**src/lsu_macros.svh**
```systemverilog
//////////////////////////////////////////////////////////////////////
// Load/store unit sizing
// Data path width and DTIM geometry shared by every stage
//////////////////////////////////////////////////////////////////////

`ifndef LSU_MACROS_SVH
`define LSU_MACROS_SVH

// Hart data and address width
`define LSU_XLEN 32

// Bytes in one data word
`define LSU_BYTES 4

// DTIM depth in words and matching word index width
`define DTIM_WORDS 256
`define DTIM_ADR_BITS 8

`endif

```
**src/lsu_pkg.sv**
```systemverilog
//////////////////////////////////////////////////////////////////////
// Load/store unit types
// Encodings for memory operation, access size and atomic operation
//////////////////////////////////////////////////////////////////////

package lsu_pkg;

  // Memory operation from the decoder
  typedef enum logic [1:0] {
    MEM_NONE   = 2'b00,                  // No memory access
    MEM_WRITE  = 2'b01,                  // Store
    MEM_READ   = 2'b10,                  // Load
    MEM_ATOMIC = 2'b11                   // Reserved, behaves as none
  } memRwT;

  // Access size, straight from funct3
  typedef enum logic [2:0] {
    SIZE_B  = 3'b000,
    SIZE_H  = 3'b001,
    SIZE_W  = 3'b010,
    SIZE_BU = 3'b100,
    SIZE_HU = 3'b101
  } accessSizeT;

  // Only LR.W and SC.W survive from the A extension
  typedef enum logic [1:0] {
    ATOM_NONE = 2'b00,
    ATOM_LR   = 2'b01,
    ATOM_SC   = 2'b10
  } atomicOpT;

endpackage

```
**src/loadFormat.sv**
```systemverilog
//////////////////////////////////////////////////////////////////////
// Load data formatter
// Undoes the big-endian swap, picks the addressed byte or
// halfword, extends it and registers the result into W
//////////////////////////////////////////////////////////////////////

`timescale 1ns/1ps
`include "lsu_macros.svh"

module loadFormat (
  input  logic                  clk,
  input  logic                  rst,
  input  logic                  StallW,
  input  logic [`LSU_XLEN-1:0]  readWordM,              // Raw DTIM word
  input  logic [1:0]            adrLowM,
  input  lsu_pkg::accessSizeT   Funct3M,
  input  logic                  BigEndianM,
  output logic [`LSU_XLEN-1:0]  ReadDataW
);
  import lsu_pkg::*;

  logic [`LSU_XLEN-1:0] leWordM;                        // Word in hart byte order
  logic [7:0]           byteM;
  logic [15:0]          halfM;
  logic [`LSU_XLEN-1:0] readDataM;

  always_comb begin
    leWordM = readWordM;
    if (BigEndianM) begin
      for (int i = 0; i < `LSU_BYTES; i++)
        leWordM[8*i +: 8] = readWordM[8*(`LSU_BYTES-1-i) +: 8];
    end
  end

  //////////////////////////////////////////////////////////////////////
  // Lane select and extension
  //////////////////////////////////////////////////////////////////////

  assign byteM = leWordM[{adrLowM, 3'b000} +: 8];
  assign halfM = leWordM[{adrLowM[1], 4'b0000} +: 16];  // Upper or lower half

  always_comb begin
    case (Funct3M)
      SIZE_B:  readDataM = {{(`LSU_XLEN-8){byteM[7]}}, byteM};
      SIZE_BU: readDataM = {{(`LSU_XLEN-8){1'b0}}, byteM};
      SIZE_H:  readDataM = {{(`LSU_XLEN-16){halfM[15]}}, halfM};
      SIZE_HU: readDataM = {{(`LSU_XLEN-16){1'b0}}, halfM};
      default: readDataM = leWordM;                     // Word load
    endcase
  end

  // M to W read data register
  always_ff @(posedge clk) begin
    if (rst) ReadDataW <= '0;
    else if (!StallW) ReadDataW <= readDataM;
  end

endmodule

```
**config.mk**
```make
export PLATFORM = sky130hd
export DESIGN_NAME = loadFormat
export DESIGN_NICKNAME = d
export VERILOG_FILES = /design/src/lsu_pkg.sv /design/src/loadFormat.sv
export VERILOG_INCLUDE_DIRS = /design/src
export SDC_FILE = /design/constraint.sdc
export NUM_CORES = 1
export LEC_CHECK = 0
export ABC_AREA = 1
export BUFFER_PORTS_ARGS = -buffer_cell sky130_fd_sc_hd__buf_2
export CORE_MARGIN = 2
export CORE_UTILIZATION = 52
export DETAILED_ROUTE_END_ITERATION = 10
export PLACE_DENSITY = 0.81
export SYNTH_ARGS = -nofsm -noshare
export SYNTH_HDL_FRONTEND = slang
export SYNTH_SLANG_ARGS = --single-unit
```
**constraint.sdc**
```tcl
create_clock -name clk -period 1.7 [get_ports clk]
set_input_delay 0.34 -clock clk [delete_from_list [all_inputs] [get_ports clk]]
set_output_delay 0.34 -clock clk [all_outputs]
set_load 0.05 [all_outputs]
```
**Word level (Yosys, flattened, before mapping)**

Index checks and enable logic that the tools add are counted.

- Register bits: 32
- Input port bits: 41
- Output and inout port bits: 32
- Word-level logic and storage cells: 9

- Equality and inequality tests: 3
- Shift operators: 2
- Multiplexer cells: 2
- Reduce and logical (&&, ||, !) cells: 1

Operator list:

| cell | number |
|---|---|
| 32-bit one-hot mux with 4 select lines | 1 |
| 32-bit 2-to-1 mux | 1 |
| 32-bit by 6-bit variable part select with 16-bit output | 1 |
| 32-bit by 6-bit variable part select with 8-bit output | 1 |
| 3-bit == test, second input constant | 2 |
| 3-bit by 1-bit == test with 1-bit output, second input constant | 1 |
| 3-bit logical NOT | 1 |

**Logic depth before layout (Yosys ltp)**

Gate-level depths: netlist of run 1.

- Word-level depth: 3
- Depth in mapped cells: 11
- Mapped depth without buffers: 9

**Worst setup path after synthesis of run 1**

No wires, ideal clock.

- Path kind: input to register
- From: input port adrLowM[0]
- To: register ReadDataW[20]
- Library setup time: 0.112 ns
- Arrival time: 1.280 ns
- Data required time: 1.588 ns
- Path slack: 0.308 ns
- Stages on the path: 10
- Buffers on the path: 2
- Cells stage by stage: buf_2 > inv_2 > nand3_1 > nand3_1 > nand2_2 > nand2_4 > nand2_4 > buf_6 > o21ai_2 > inv_1

- Longest elaborated chain between the ends: 2

RTL lines:

| item | RTL line | text |
|---|---|---|
| from (decl) | loadFormat.sv:15 | `input logic [1:0] adrLowM,` |
| 32-bit by 6-bit variable part select with 8-bit output | loadFormat.sv:39 | `assign byteM = leWordM[{adrLowM, 3'b000} +: 8];` |
| 32-bit one-hot mux with 4 select lines | loadFormat.sv:43 | `case (Funct3M)` |
| to (signal assigned) | loadFormat.sv:55 | `else if (!StallW) ReadDataW <= readDataM;` |
| to (decl) | loadFormat.sv:18 | `` output logic [`LSU_XLEN-1:0] ReadDataW `` |

No other way between the ends.
A chain may end at the register's enable or synchronous reset.

**Worst setup path after layout of run 1**

- From: input port BigEndianM
- To: register ReadDataW[24]

- Longest elaborated chain between the ends: 3
- Elaborated cells between the ends (all ways): 4
- Classes of those cells: shift: 2; mux: 2

RTL lines:

| item | RTL line | text |
|---|---|---|
| from (decl) | loadFormat.sv:17 | `input logic BigEndianM,` |
| 32-bit 2-to-1 mux (*) | loadFormat.sv:29 | `if (BigEndianM) begin` |
| 32-bit by 6-bit variable part select with 16-bit output or 32-bit by 6-bit variable part select with 8-bit output (tied branches) | loadFormat.sv:40, loadFormat.sv:39 |  |
| 32-bit one-hot mux with 4 select lines (*) | loadFormat.sv:43 |  |

Every way passes the cells marked *; elsewhere a longest branch is shown, timed or not.

==> impl_metrics.tcl, run 1 <==
set metrics [dict create \
    status "complete, no violations" \
    clock_skew_ps 0 \
    path_max_fanout 16 \
    slowest_delay_ps 200 \
    grt_usage_pct 26.1 \
    fin_crit_ps 1360 \
    io_pins 73 \
    path_class "input port to flop" \
    drt_iter0_drc 168 \
    synth_cell_types 24 \
    met3_usage_pct 3.80 \
    fp.dieW_um 71.8 \
    rsz0062_at_grt "false" \
    drc_errors 0 \
    initial_core_util_pct 54.5 \
    synth-seq-area-share_pct 26.8 \
    r2r_setup_slack_ps 1000 \
    max-slew-margin-rel_pct 68.0 \
    grt_max_degree 54 \
    ys_seq_elements 32 \
    netlist_area_mm2 0.00239 \
    combPwrFrac_pct 33.3 \
    crit_path_top_delay_cell "o21ai_0" \
    synth_cells 416 \
    finish.utilization_pct 66.0 \
    ant_nets 0 \
    ctsHoldBuffers 0 \
    yosysWarnings 0 \
    totalWireLength_um 6390 \
    critical_path.top_delay_family "simple AND/OR/NAND/NOR gates" \
    antenna_found_initial 0 \
    cts_tree "yes" \
    setup_tns_ps 0 \
    gp_congestion 0.898 \
    fin_crit_sh_pct 79.9 \
    power.share.clock_pct 30.7 \
    clk_latency_ps 280 \
    firstDrtPassIters 5 \
    cts_buffer_depth 2 \
    rows 24 \
    fp.dieH_um 71.8 \
    avgSynthCellArea_um2 5.74 \
    slew_viol_final 0 \
    cts.reportedPaths.clkPinSlew_ps 70 \
    p_total_mw 2.32 \
    grt.overflow.total 0 \
    core_mm2 0.00438 \
    cts_root_buf "clkbuf_8" \
    min_from "rst" \
    hold_violations 0 \
    swShare_pct 36.6 \
    grt_busiest_layer "met1" \
    drv_cap 0 \
    wl_per_cell_um 12.0 \
    crit_chain "buf_2 -> inv_2 -> nand2_2 -> nand3_1 -> nand3_1 -> nand2_2 -> nand2_4 -> nand2_4 -> o21ai_0 -> inv_1" \
    dp_hpwl_um 4830 \
    post_cts_buffers 0 \
    hold_class "input port to flop" \
    r2r-start "ReadDataW[24]" \
    syn_nets 457 \
    startpoint_type "input port" \
    powerDensity_mw_per_mm2 803 \
    final_nets 521 \
    setup_violations 0 \
    grt_use_met1_pct 40.1 \
    layout-drive-gt1-share_pct 23.3 \
    switchingPower_uw 851 \
    crit_buf_inv 3 \
    cts.sinks 32 \
    p_leak_nw 1.64 \
    required_ps 1880 \
    reg_top3 "ReadDataW: 32 flops" \
    h-tree-depth 2 \
    grt_pass1_wl_um 10700 \
    p_seq_share_pct 35.9 \
    timing.fmax_mhz 736 \
    worstSetupEndpointType "flop" \
    worstPathArrival_ps 1540 \
    use_met2_pct 37.7 \
    vias 2755 \
    top_register "ReadDataW" \
    p_int_mw 1.47 \
    crit_path_start "BigEndianM" \
    antennaDiodeCount 0 \
    numCtsBuffers 5 \
    largest_reg_flops 32 \
    irDropWorstVdd_mv 0.350 \
    fp.dieArea_mm2 0.00515 \
    area_growth_syn_to_layout_pct 21.2 \
    numPortBuffers 72 \
    worst_pin_slew_ps 474 \
    via_per_inst 5.17 \
    whs_ps 376 \
    grt_pass1_vias 2286 \
    ctsResizeCount 0 \
]
path summary, 6_finish.rpt:
path              endpoint  cells past startpoint
max reg2reg  ReadDataW[24]                      4
max          ReadDataW[24]                     10
min          ReadDataW[30]                      4
min reg2reg   ReadDataW[1]                      2
tightest hold or removal path, stage by stage:
cell and delay [ps]:
buf_2 140, nor2_1 70, o21ai_2 40, inv_1 30
synth_stat cells:
master	n	area, um^2
dfxtp_1	32	641
o21ai_2	10	87.6
buf_6	2	22.5
o211ai_1	4	30.0
nand2_2	3	18.8
a21oi_1	17	85.1
nand3_1	25	125
nand2_4	2	22.5
buf_2	9	45.0
and2_1	4	25.0
or2_2	3	18.8
nand4_1	7	43.8
inv_1	51	191
buf_1	1	3.75
o21ai_0	54	270
nand2_1	111	417
clkbuf_1	11	41.3
nand3_2	2	20.0
a31oi_1	2	12.5
inv_2	2	7.51
o21ai_1	1	5.00
nor3_1	6	30.0
nor2_1	54	203
buf_4	3	22.5
layout make-up:
cell class                      instances  area (um^2)
Sequential cell                        32          641
Clock inverter                          2         35.0
Fill cell                             439         1490
Clock buffer                            6         72.6
Tap cell                               52         65.1
Inverter                               53          199
Timing Repair Buffer                   83          468
Multi-Input combinational cell        305         1410
kinds of logic (layout without fill, tap and decap cells):
| family | Yosys count | after routing | synth area share, % |
|---|---|---|---|
| AND/OR/NAND/NOR | 217 | 217 | 38.7 |
| flip-flops | 32 | 32 | 26.8 |
| AO/OA/AOI/OAI | 88 | 88 | 20.5 |
| buffers and inverters | 79 | 144 | 14.0 |
routing by layer:
layer	wire length, um	up-vias
met5	0	-
met4	72	0
met3	476	5
met2	2640	116
met1	3210	1193
li1	-	1441
power groups by stage:
stage / clock (mW) / combinational, mW / sequential, mW
after floorplan: 0 / 0.363 / 1.05
after global placement: 0 / 0.759 / 0.849
after detailed placement: 0 / 0.765 / 0.852
after CTS: 0.729 / 0.769 / 0.835
after global routing: 0.755 / 0.859 / 0.841
final: 0.714 / 0.774 / 0.835
metrics by stage:
stage                     cell area [um^2]  cells  setup slack, ps
after floorplan                       2390    416              308
after global placement                2790    525              111
after CTS                             2890    533              333
after global routing                  2890    533              186
after detailed placement              2790    525             64.8
final                                 2890    533              341
cells in the final DEF, fill, tap and decap left out, types with 3 or more instances in the layout:
master | Yosys | routed
o21ai_2 | 10 | 10
buf_4 | 3 | 9
nand4_1 | 7 | 7
o211ai_1 | 4 | 4
nor3_1 | 6 | 6
and2_1 | 4 | 4
o21ai_0 | 54 | 54
buf_2 | 9 | 72
or2_2 | 3 | 3
nand3_1 | 25 | 25
nor2_1 | 54 | 54
dfxtp_1 | 32 | 32
clkbuf_8 | 0 | 5
nand2_1 | 111 | 111
a21oi_1 | 17 | 17
inv_1 | 51 | 51
nand2_2 | 3 | 3
Power figures use the tool's default switching activity.
==> run 2: changes to the inputs <==
--- a/config.mk
+++ b/config.mk
@@ -9,9 +9,9 @@
 export ABC_AREA = 1
 export BUFFER_PORTS_ARGS = -buffer_cell sky130_fd_sc_hd__buf_2
 export CORE_MARGIN = 2
-export CORE_UTILIZATION = 52
+export CORE_UTILIZATION = 47
 export DETAILED_ROUTE_END_ITERATION = 10
-export PLACE_DENSITY = 0.81
+export PLACE_DENSITY = 0.77
 export SYNTH_ARGS = -nofsm -noshare
 export SYNTH_HDL_FRONTEND = slang
 export SYNTH_SLANG_ARGS = --single-unit
==> constraint.sdc (replaced) <==
create_clock -name clk -period 1.1 [get_ports clk]
set_input_delay 0.22 -clock clk [delete_from_list [all_inputs] [get_ports clk]]
set_output_delay 0.22 -clock clk [all_outputs]
set_load 0.05 [all_outputs]
==> impl_metrics.tcl, run 2 (same netlist as run 1, synthesis figures left out) <==
set metrics [dict create \
    min_from "Funct3M[0]" \
    slew_viol_final 0 \
    layout-drive-gt1-share_pct 33.6 \
    final_cell_mix "nand2_1, buf_4, nor2_1" \
    final_common_cell "nand2_1" \
    crit_path_top_delay_cell "buf_12" \
    firstDrtPassIters 5 \
    slowest_delay_ps 150 \
    stdcell_count 579 \
    p_leak_nw 1.87 \
    r2r_setup_slack_ps 380 \
    ant_nets 0 \
    p_total_mw 3.59 \
    numPlacedInstances 567 \
    largest_reg_flops 32 \
    hold_violations 0 \
    wl_per_cell_um 12.0 \
    core_mm2 0.00482 \
    r2r-start "ReadDataW[4]" \
    power.share.clock_pct 23.3 \
    combPwrFrac_pct 40.5 \
    p_seq_share_pct 36.1 \
    crit_buf_inv 5 \
    final_nets 553 \
    switchingPower_mw 1.38 \
    path_max_fanout 9 \
    max-slew-margin-rel_pct 77.8 \
    critical_path.top_delay_family "buffers and inverters" \
    vias 2907 \
    setup_ws_ps -6.10 \
    timing.fmax_mhz 904 \
    dp_hpwl_um 5240 \
    status "complete, but fails checks" \
    n_fill_cell 446 \
    startpoint_type "input port" \
    powerDensity_mw_per_mm2 1050 \
    fin_crit_ps 1110 \
    cts_tree "yes" \
    cts_buffer_depth 2 \
    required_ps 1320 \
    gp_congestion 0.990 \
    grt_max_degree 40 \
    rsz0062_at_grt "true" \
    drc_errors 0 \
    via_per_inst 5.02 \
    setup_violations 1 \
    worstPathArrival_ps 1320 \
    path_class "input port to flop" \
    antenna_found_initial 0 \
    reg_top3 "ReadDataW: 32 flops" \
    clock_skew_ps 0 \
    fin_crit_sh_pct 101 \
    fp.dieArea_mm2 0.00567 \
    initial_core_util_pct 49.6 \
    totalWireLength_um 6970 \
    fp.dieW_um 75.3 \
    h-tree-depth 2 \
    p_int_mw 2.21 \
    r2r_end "ReadDataW[4]" \
    hold_class "input port to flop" \
    numCtsBuffers 5 \
    crit_chain "buf_12 -> buf_12 -> inv_12 -> nand2_4 -> nand3_2 -> nand3_2 -> nand2_2 -> nand2_4 -> buf_12 -> buf_4 -> a31oi_1" \
    failed_checks "negative setup slack" \
    io_pins 73 \
    ctsHoldBuffers 0 \
    grt_pass1_wl_um 11200 \
    grt_usage_pct 25.6 \
    fp.dieH_um 75.3 \
    irDropWorstVdd_mv 0.629 \
    top_register "ReadDataW" \
    grt.overflow.total 0 \
    antennaDiodeCount 0 \
    reg2reg_depth 2 \
    swShare_pct 38.4 \
    cts.reportedPaths.clkPinSlew_ps 60 \
    cts_root_buf "clkbuf_8" \
    clk_latency_ps 280 \
    holdPathStages 4 \
    cp_common_cell "buf_12" \
    worst_pin_slew_ps 329 \
    whs_ps 302 \
    drv_cap 0 \
    worstSetupEndpointType "flop" \
    numPortBuffers 72 \
    rows 25 \
    drt_iter0_drc 200 \
    area_growth_syn_to_layout_pct 43.7 \
    hold_end "ReadDataW[5]" \
    cts.sinks 32 \
    grt_pass1_vias 2477 \
]
==> run 2: changes by cell type in the layout (fill, tap and decap cells not counted), sizes merged <==
| cell | before | now |
|---|---|---|
| clkbuf | 6 | 18 |
| buf | 83 | 101 |
| nand2 | 116 | 117 |
| bufinv | 1 | 0 |
| bufbuf | 0 | 1 |
==> run 2: tightest hold or removal path, stage by stage <==
cell     delay (ps)
buf_2           110
nor2_1           90
nand2_1          70
a21oi_1          50
==> run 2: through the flow <==
step           util [%]  setup TNS, ps  worst slack, ps  area (um^2)
2_1_floorplan         -           -694            -87.9         2490
3_3_place_gp       64.0          -9000             -344         3080
3_5_place_dp       64.0         -10050             -384         3080
4_1_cts            69.0          -6.91            -6.91         3320
5_1_grt            71.2           -746            -73.6         3430
6_report           71.2          -6.10            -6.10         3430
==> run 2: cell type report <==
| class | instances | area [um^2] | area share, % |
|---|---|---|---|
| clock buffer | 6 | 72.6 | 2.11 |
| sequential | 32 | 641 | 18.7 |
| timing repair buffer | 114 | 855 | 24.9 |
| clock inverter | 1 | 5.00 | 0.146 |
| tap | 67 | 83.8 | 2.44 |
| inverter | 53 | 219 | 6.38 |
| multi-input combinational | 306 | 1560 | 45.4 |
==> run 2: repair_timing <==
action,CTS,global route
gates resized for setup,32,48
pin swaps,5,20
hold endpoints to repair,0,0
setup buffers,1,1
endpoints found under the setup margin,39,42
gates cloned,3,0
==> run 2: layer usage <==
metal	share of wire, %	vias up	global-route usage (%)
met5	0	-	0
met4	1.6	0	8.19
met3	6.9	12	3.97
met2	45	122	41.3
met1	46	1265	35.2
li1	-	1508	-
==> run 2: worst max path at each step <==
stage | from | endpoint | slack, ps | cells past startpoint
detailed placement | BigEndianM | ReadDataW[4] | -380 | 10
global route | BigEndianM | ReadDataW[8] | -70 | 12
global placement | BigEndianM | ReadDataW[23] | -340 | 10
floorplan | BigEndianM | ReadDataW[22] | -90 | 11
finish | BigEndianM | ReadDataW[15] | -6 | 11
CTS | BigEndianM | ReadDataW[6] | -7 | 9
==> run 2: power by group through the flow <==
stage / clock [mW] / combinational [mW] / sequential, mW
CTS: 0.855 / 1.38 / 1.30
detailed placement: 0 / 1.30 / 1.32
global route: 0.896 / 1.58 / 1.31
floorplan: 0 / 0.599 / 1.63
finish: 0.838 / 1.46 / 1.30
global placement: 0 / 1.28 / 1.32
==> run 3: changes to the inputs <==
--- a/config.mk
+++ b/config.mk
@@ -9,9 +9,10 @@
 export ABC_AREA = 1
 export BUFFER_PORTS_ARGS = -buffer_cell sky130_fd_sc_hd__buf_2
 export CORE_MARGIN = 2
-export CORE_UTILIZATION = 47
+export CORE_UTILIZATION = 56
 export DETAILED_ROUTE_END_ITERATION = 10
-export PLACE_DENSITY = 0.77
+export PLACE_DENSITY = 0.86
+export SKIP_CTS_REPAIR_TIMING = 1
 export SYNTH_ARGS = -nofsm -noshare
 export SYNTH_HDL_FRONTEND = slang
 export SYNTH_SLANG_ARGS = --single-unit
==> constraint.sdc (replaced) <==
create_clock -name clk -period 1.3 [get_ports clk]
set_input_delay 0.26 -clock clk [delete_from_list [all_inputs] [get_ports clk]]
set_output_delay 0.26 -clock clk [all_outputs]
set_load 0.05 [all_outputs]
==> impl_metrics.tcl, run 3 (same netlist as run 1, synthesis figures left out) <==
set metrics [dict create \
    status "complete, no violations" \
    h-tree-depth 2 \
    r2r_setup_slack_ps 590 \
    reg_top3 "ReadDataW: 32 flops" \
    grt_max_degree 60 \
    cts_tree "yes" \
    firstDrtPassIters 7 \
    cts.sinks 32 \
    gp_congestion 0.909 \
    path_max_fanout 16 \
    via_per_inst 5.24 \
    numCtsBuffers 5 \
    rows 23 \
    grt_pass1_wl_um 10800 \
    path_depth 10 \
    slew_viol_final 0 \
    rsz0062_at_grt "true" \
    powerDensity_mw_per_mm2 1000 \
    worst_pin_slew_ps 462 \
    fp.dieArea_mm2 0.00480 \
    drc_errors 0 \
    crit_path_start "BigEndianM" \
    layout-drive-gt1-share_pct 27.6 \
    antennaDiodeCount 0 \
    totalWireLength_um 6630 \
    irDropWorstVdd_mv 0.470 \
    largest_reg_flops 32 \
    required_ps 1480 \
    max-slew-margin-rel_pct 68.9 \
    r2r-start "ReadDataW[24]" \
    drv_cap 0 \
    r2r_end "ReadDataW[24]" \
    p_leak_nw 1.78 \
    fin_crit_sh_pct 93.1 \
    hold_class "input port to flop" \
    p_total_mw 3.14 \
    fp.dieH_um 69.3 \
    antenna_found_initial 0 \
    path_class "input port to flop" \
    numPortBuffers 72 \
    ant_nets 0 \
    worstPathArrival_ps 1390 \
    fp.dieW_um 69.3 \
    cts_root_buf "clkbuf_8" \
    drt_iter0_drc 276 \
    top_register "ReadDataW" \
    cts_buffer_depth 2 \
    crit_buf_inv 3 \
    final_nets 547 \
    endpoint "ReadDataW[25]" \
    startpoint_type "input port" \
    grt_usage_pct 26.7 \
    grt.overflow.total 0 \
    setup_violations 0 \
    cp_common_cell "nand2_1" \
    slowest_delay_ps 190 \
    vias 2920 \
    clk_latency_ps 280 \
    final_common_cell "nand2_1" \
    crit_chain "buf_2 -> buf_4 -> nand2_1 -> nand2_1 -> nand2_1 -> o21ai_2 -> nand2_1 -> nand2_4 -> o21ai_0 -> inv_1" \
    worstSetupEndpointType "flop" \
    final_cell_mix "nand2_1, buf_2, nor2_1" \
    area_growth_syn_to_layout_pct 30.7 \
    wl_per_cell_um 11.9 \
    whs_ps 326 \
    core_mm2 0.00406 \
    clock_skew_ps 0 \
    dp_hpwl_um 5030 \
    grt_pass1_vias 2499 \
    io_pins 73 \
    crit_path_top_delay_cell "o21ai_0" \
    fin_crit_ps 1210 \
    reg2reg_depth 4 \
    critical_path.top_delay_family "simple AND/OR/NAND/NOR gates" \
    hold_violations 0 \
    timing.fmax_mhz 826 \
    cts.reportedPaths.clkPinSlew_ps 70 \
    initial_core_util_pct 58.9 \
    setup_tns_ps 0 \
]
-- run 3: cell types whose count changed in the layout (fill, tap and decap cells not counted), moves of 6 or more --
cell	change
buf_2	+32
buf_4	-22
o21ai_0	+17
clkbuf_4	-12
o21ai_1	-11
nand2_1	+10
nand2_2	-6
-- run 3: through the flow --
stage	util, %	setup WS, ps	instance area (um^2)	std cells
after floorplan	-	4.19	2390	416
after global placement	74.0	-199	3000	549
after detailed placement	74.0	-247	3000	549
after CTS	76.7	55.5	3110	557
after global routing	76.9	-12.8	3120	557
final	76.9	89.8	3120	557
-- run 3: cell type report --
cell class | instances | area, um^2
Tap cell | 50 | 62.6
Clock inverter | 2 | 35.0
Sequential cell | 32 | 641
Timing Repair Buffer | 109 | 688
Inverter | 53 | 201
Multi-Input combinational cell | 305 | 1420
Clock buffer | 6 | 72.6
Fill cell | 322 | 936
-- run 3: worst min path at each step --
stage / start / to / cells after the start
after floorplan: StallW / ReadDataW[5] / 2
after global placement: ReadDataW[6] / ReadDataW[6] / 2
after detailed placement: ReadDataW[1] / ReadDataW[1] / 2
after CTS: Funct3M[2] / ReadDataW[15] / 4
after global routing: Funct3M[0] / ReadDataW[5] / 4
final: Funct3M[2] / ReadDataW[15] / 4
-- run 3: tightest hold or removal path, cell delays in order --
cell     delay [ps]
buf_2            90
nor3_1           60
nand2_4          90
a31oi_1          70
-- run 3: power breakdown --
part           internal [mW]  switching, mW  leakage (nW)  total (mW)
combinational          0.367          0.737          1.46        1.10
clock                  0.568          0.371        0.0552       0.940
sequential              1.06         0.0360         0.266        1.09
-- run 3: layer usage --
layer	vias up	GRT usage (%)	part of all wire [%]	routed length (um)
li1	1495	-	-	-
met1	1251	36.6	45	2990
met2	154	42.2	44	2900
met3	20	4.51	8.5	561
met4	0	9.59	2.7	180
met5	-	0	0	0
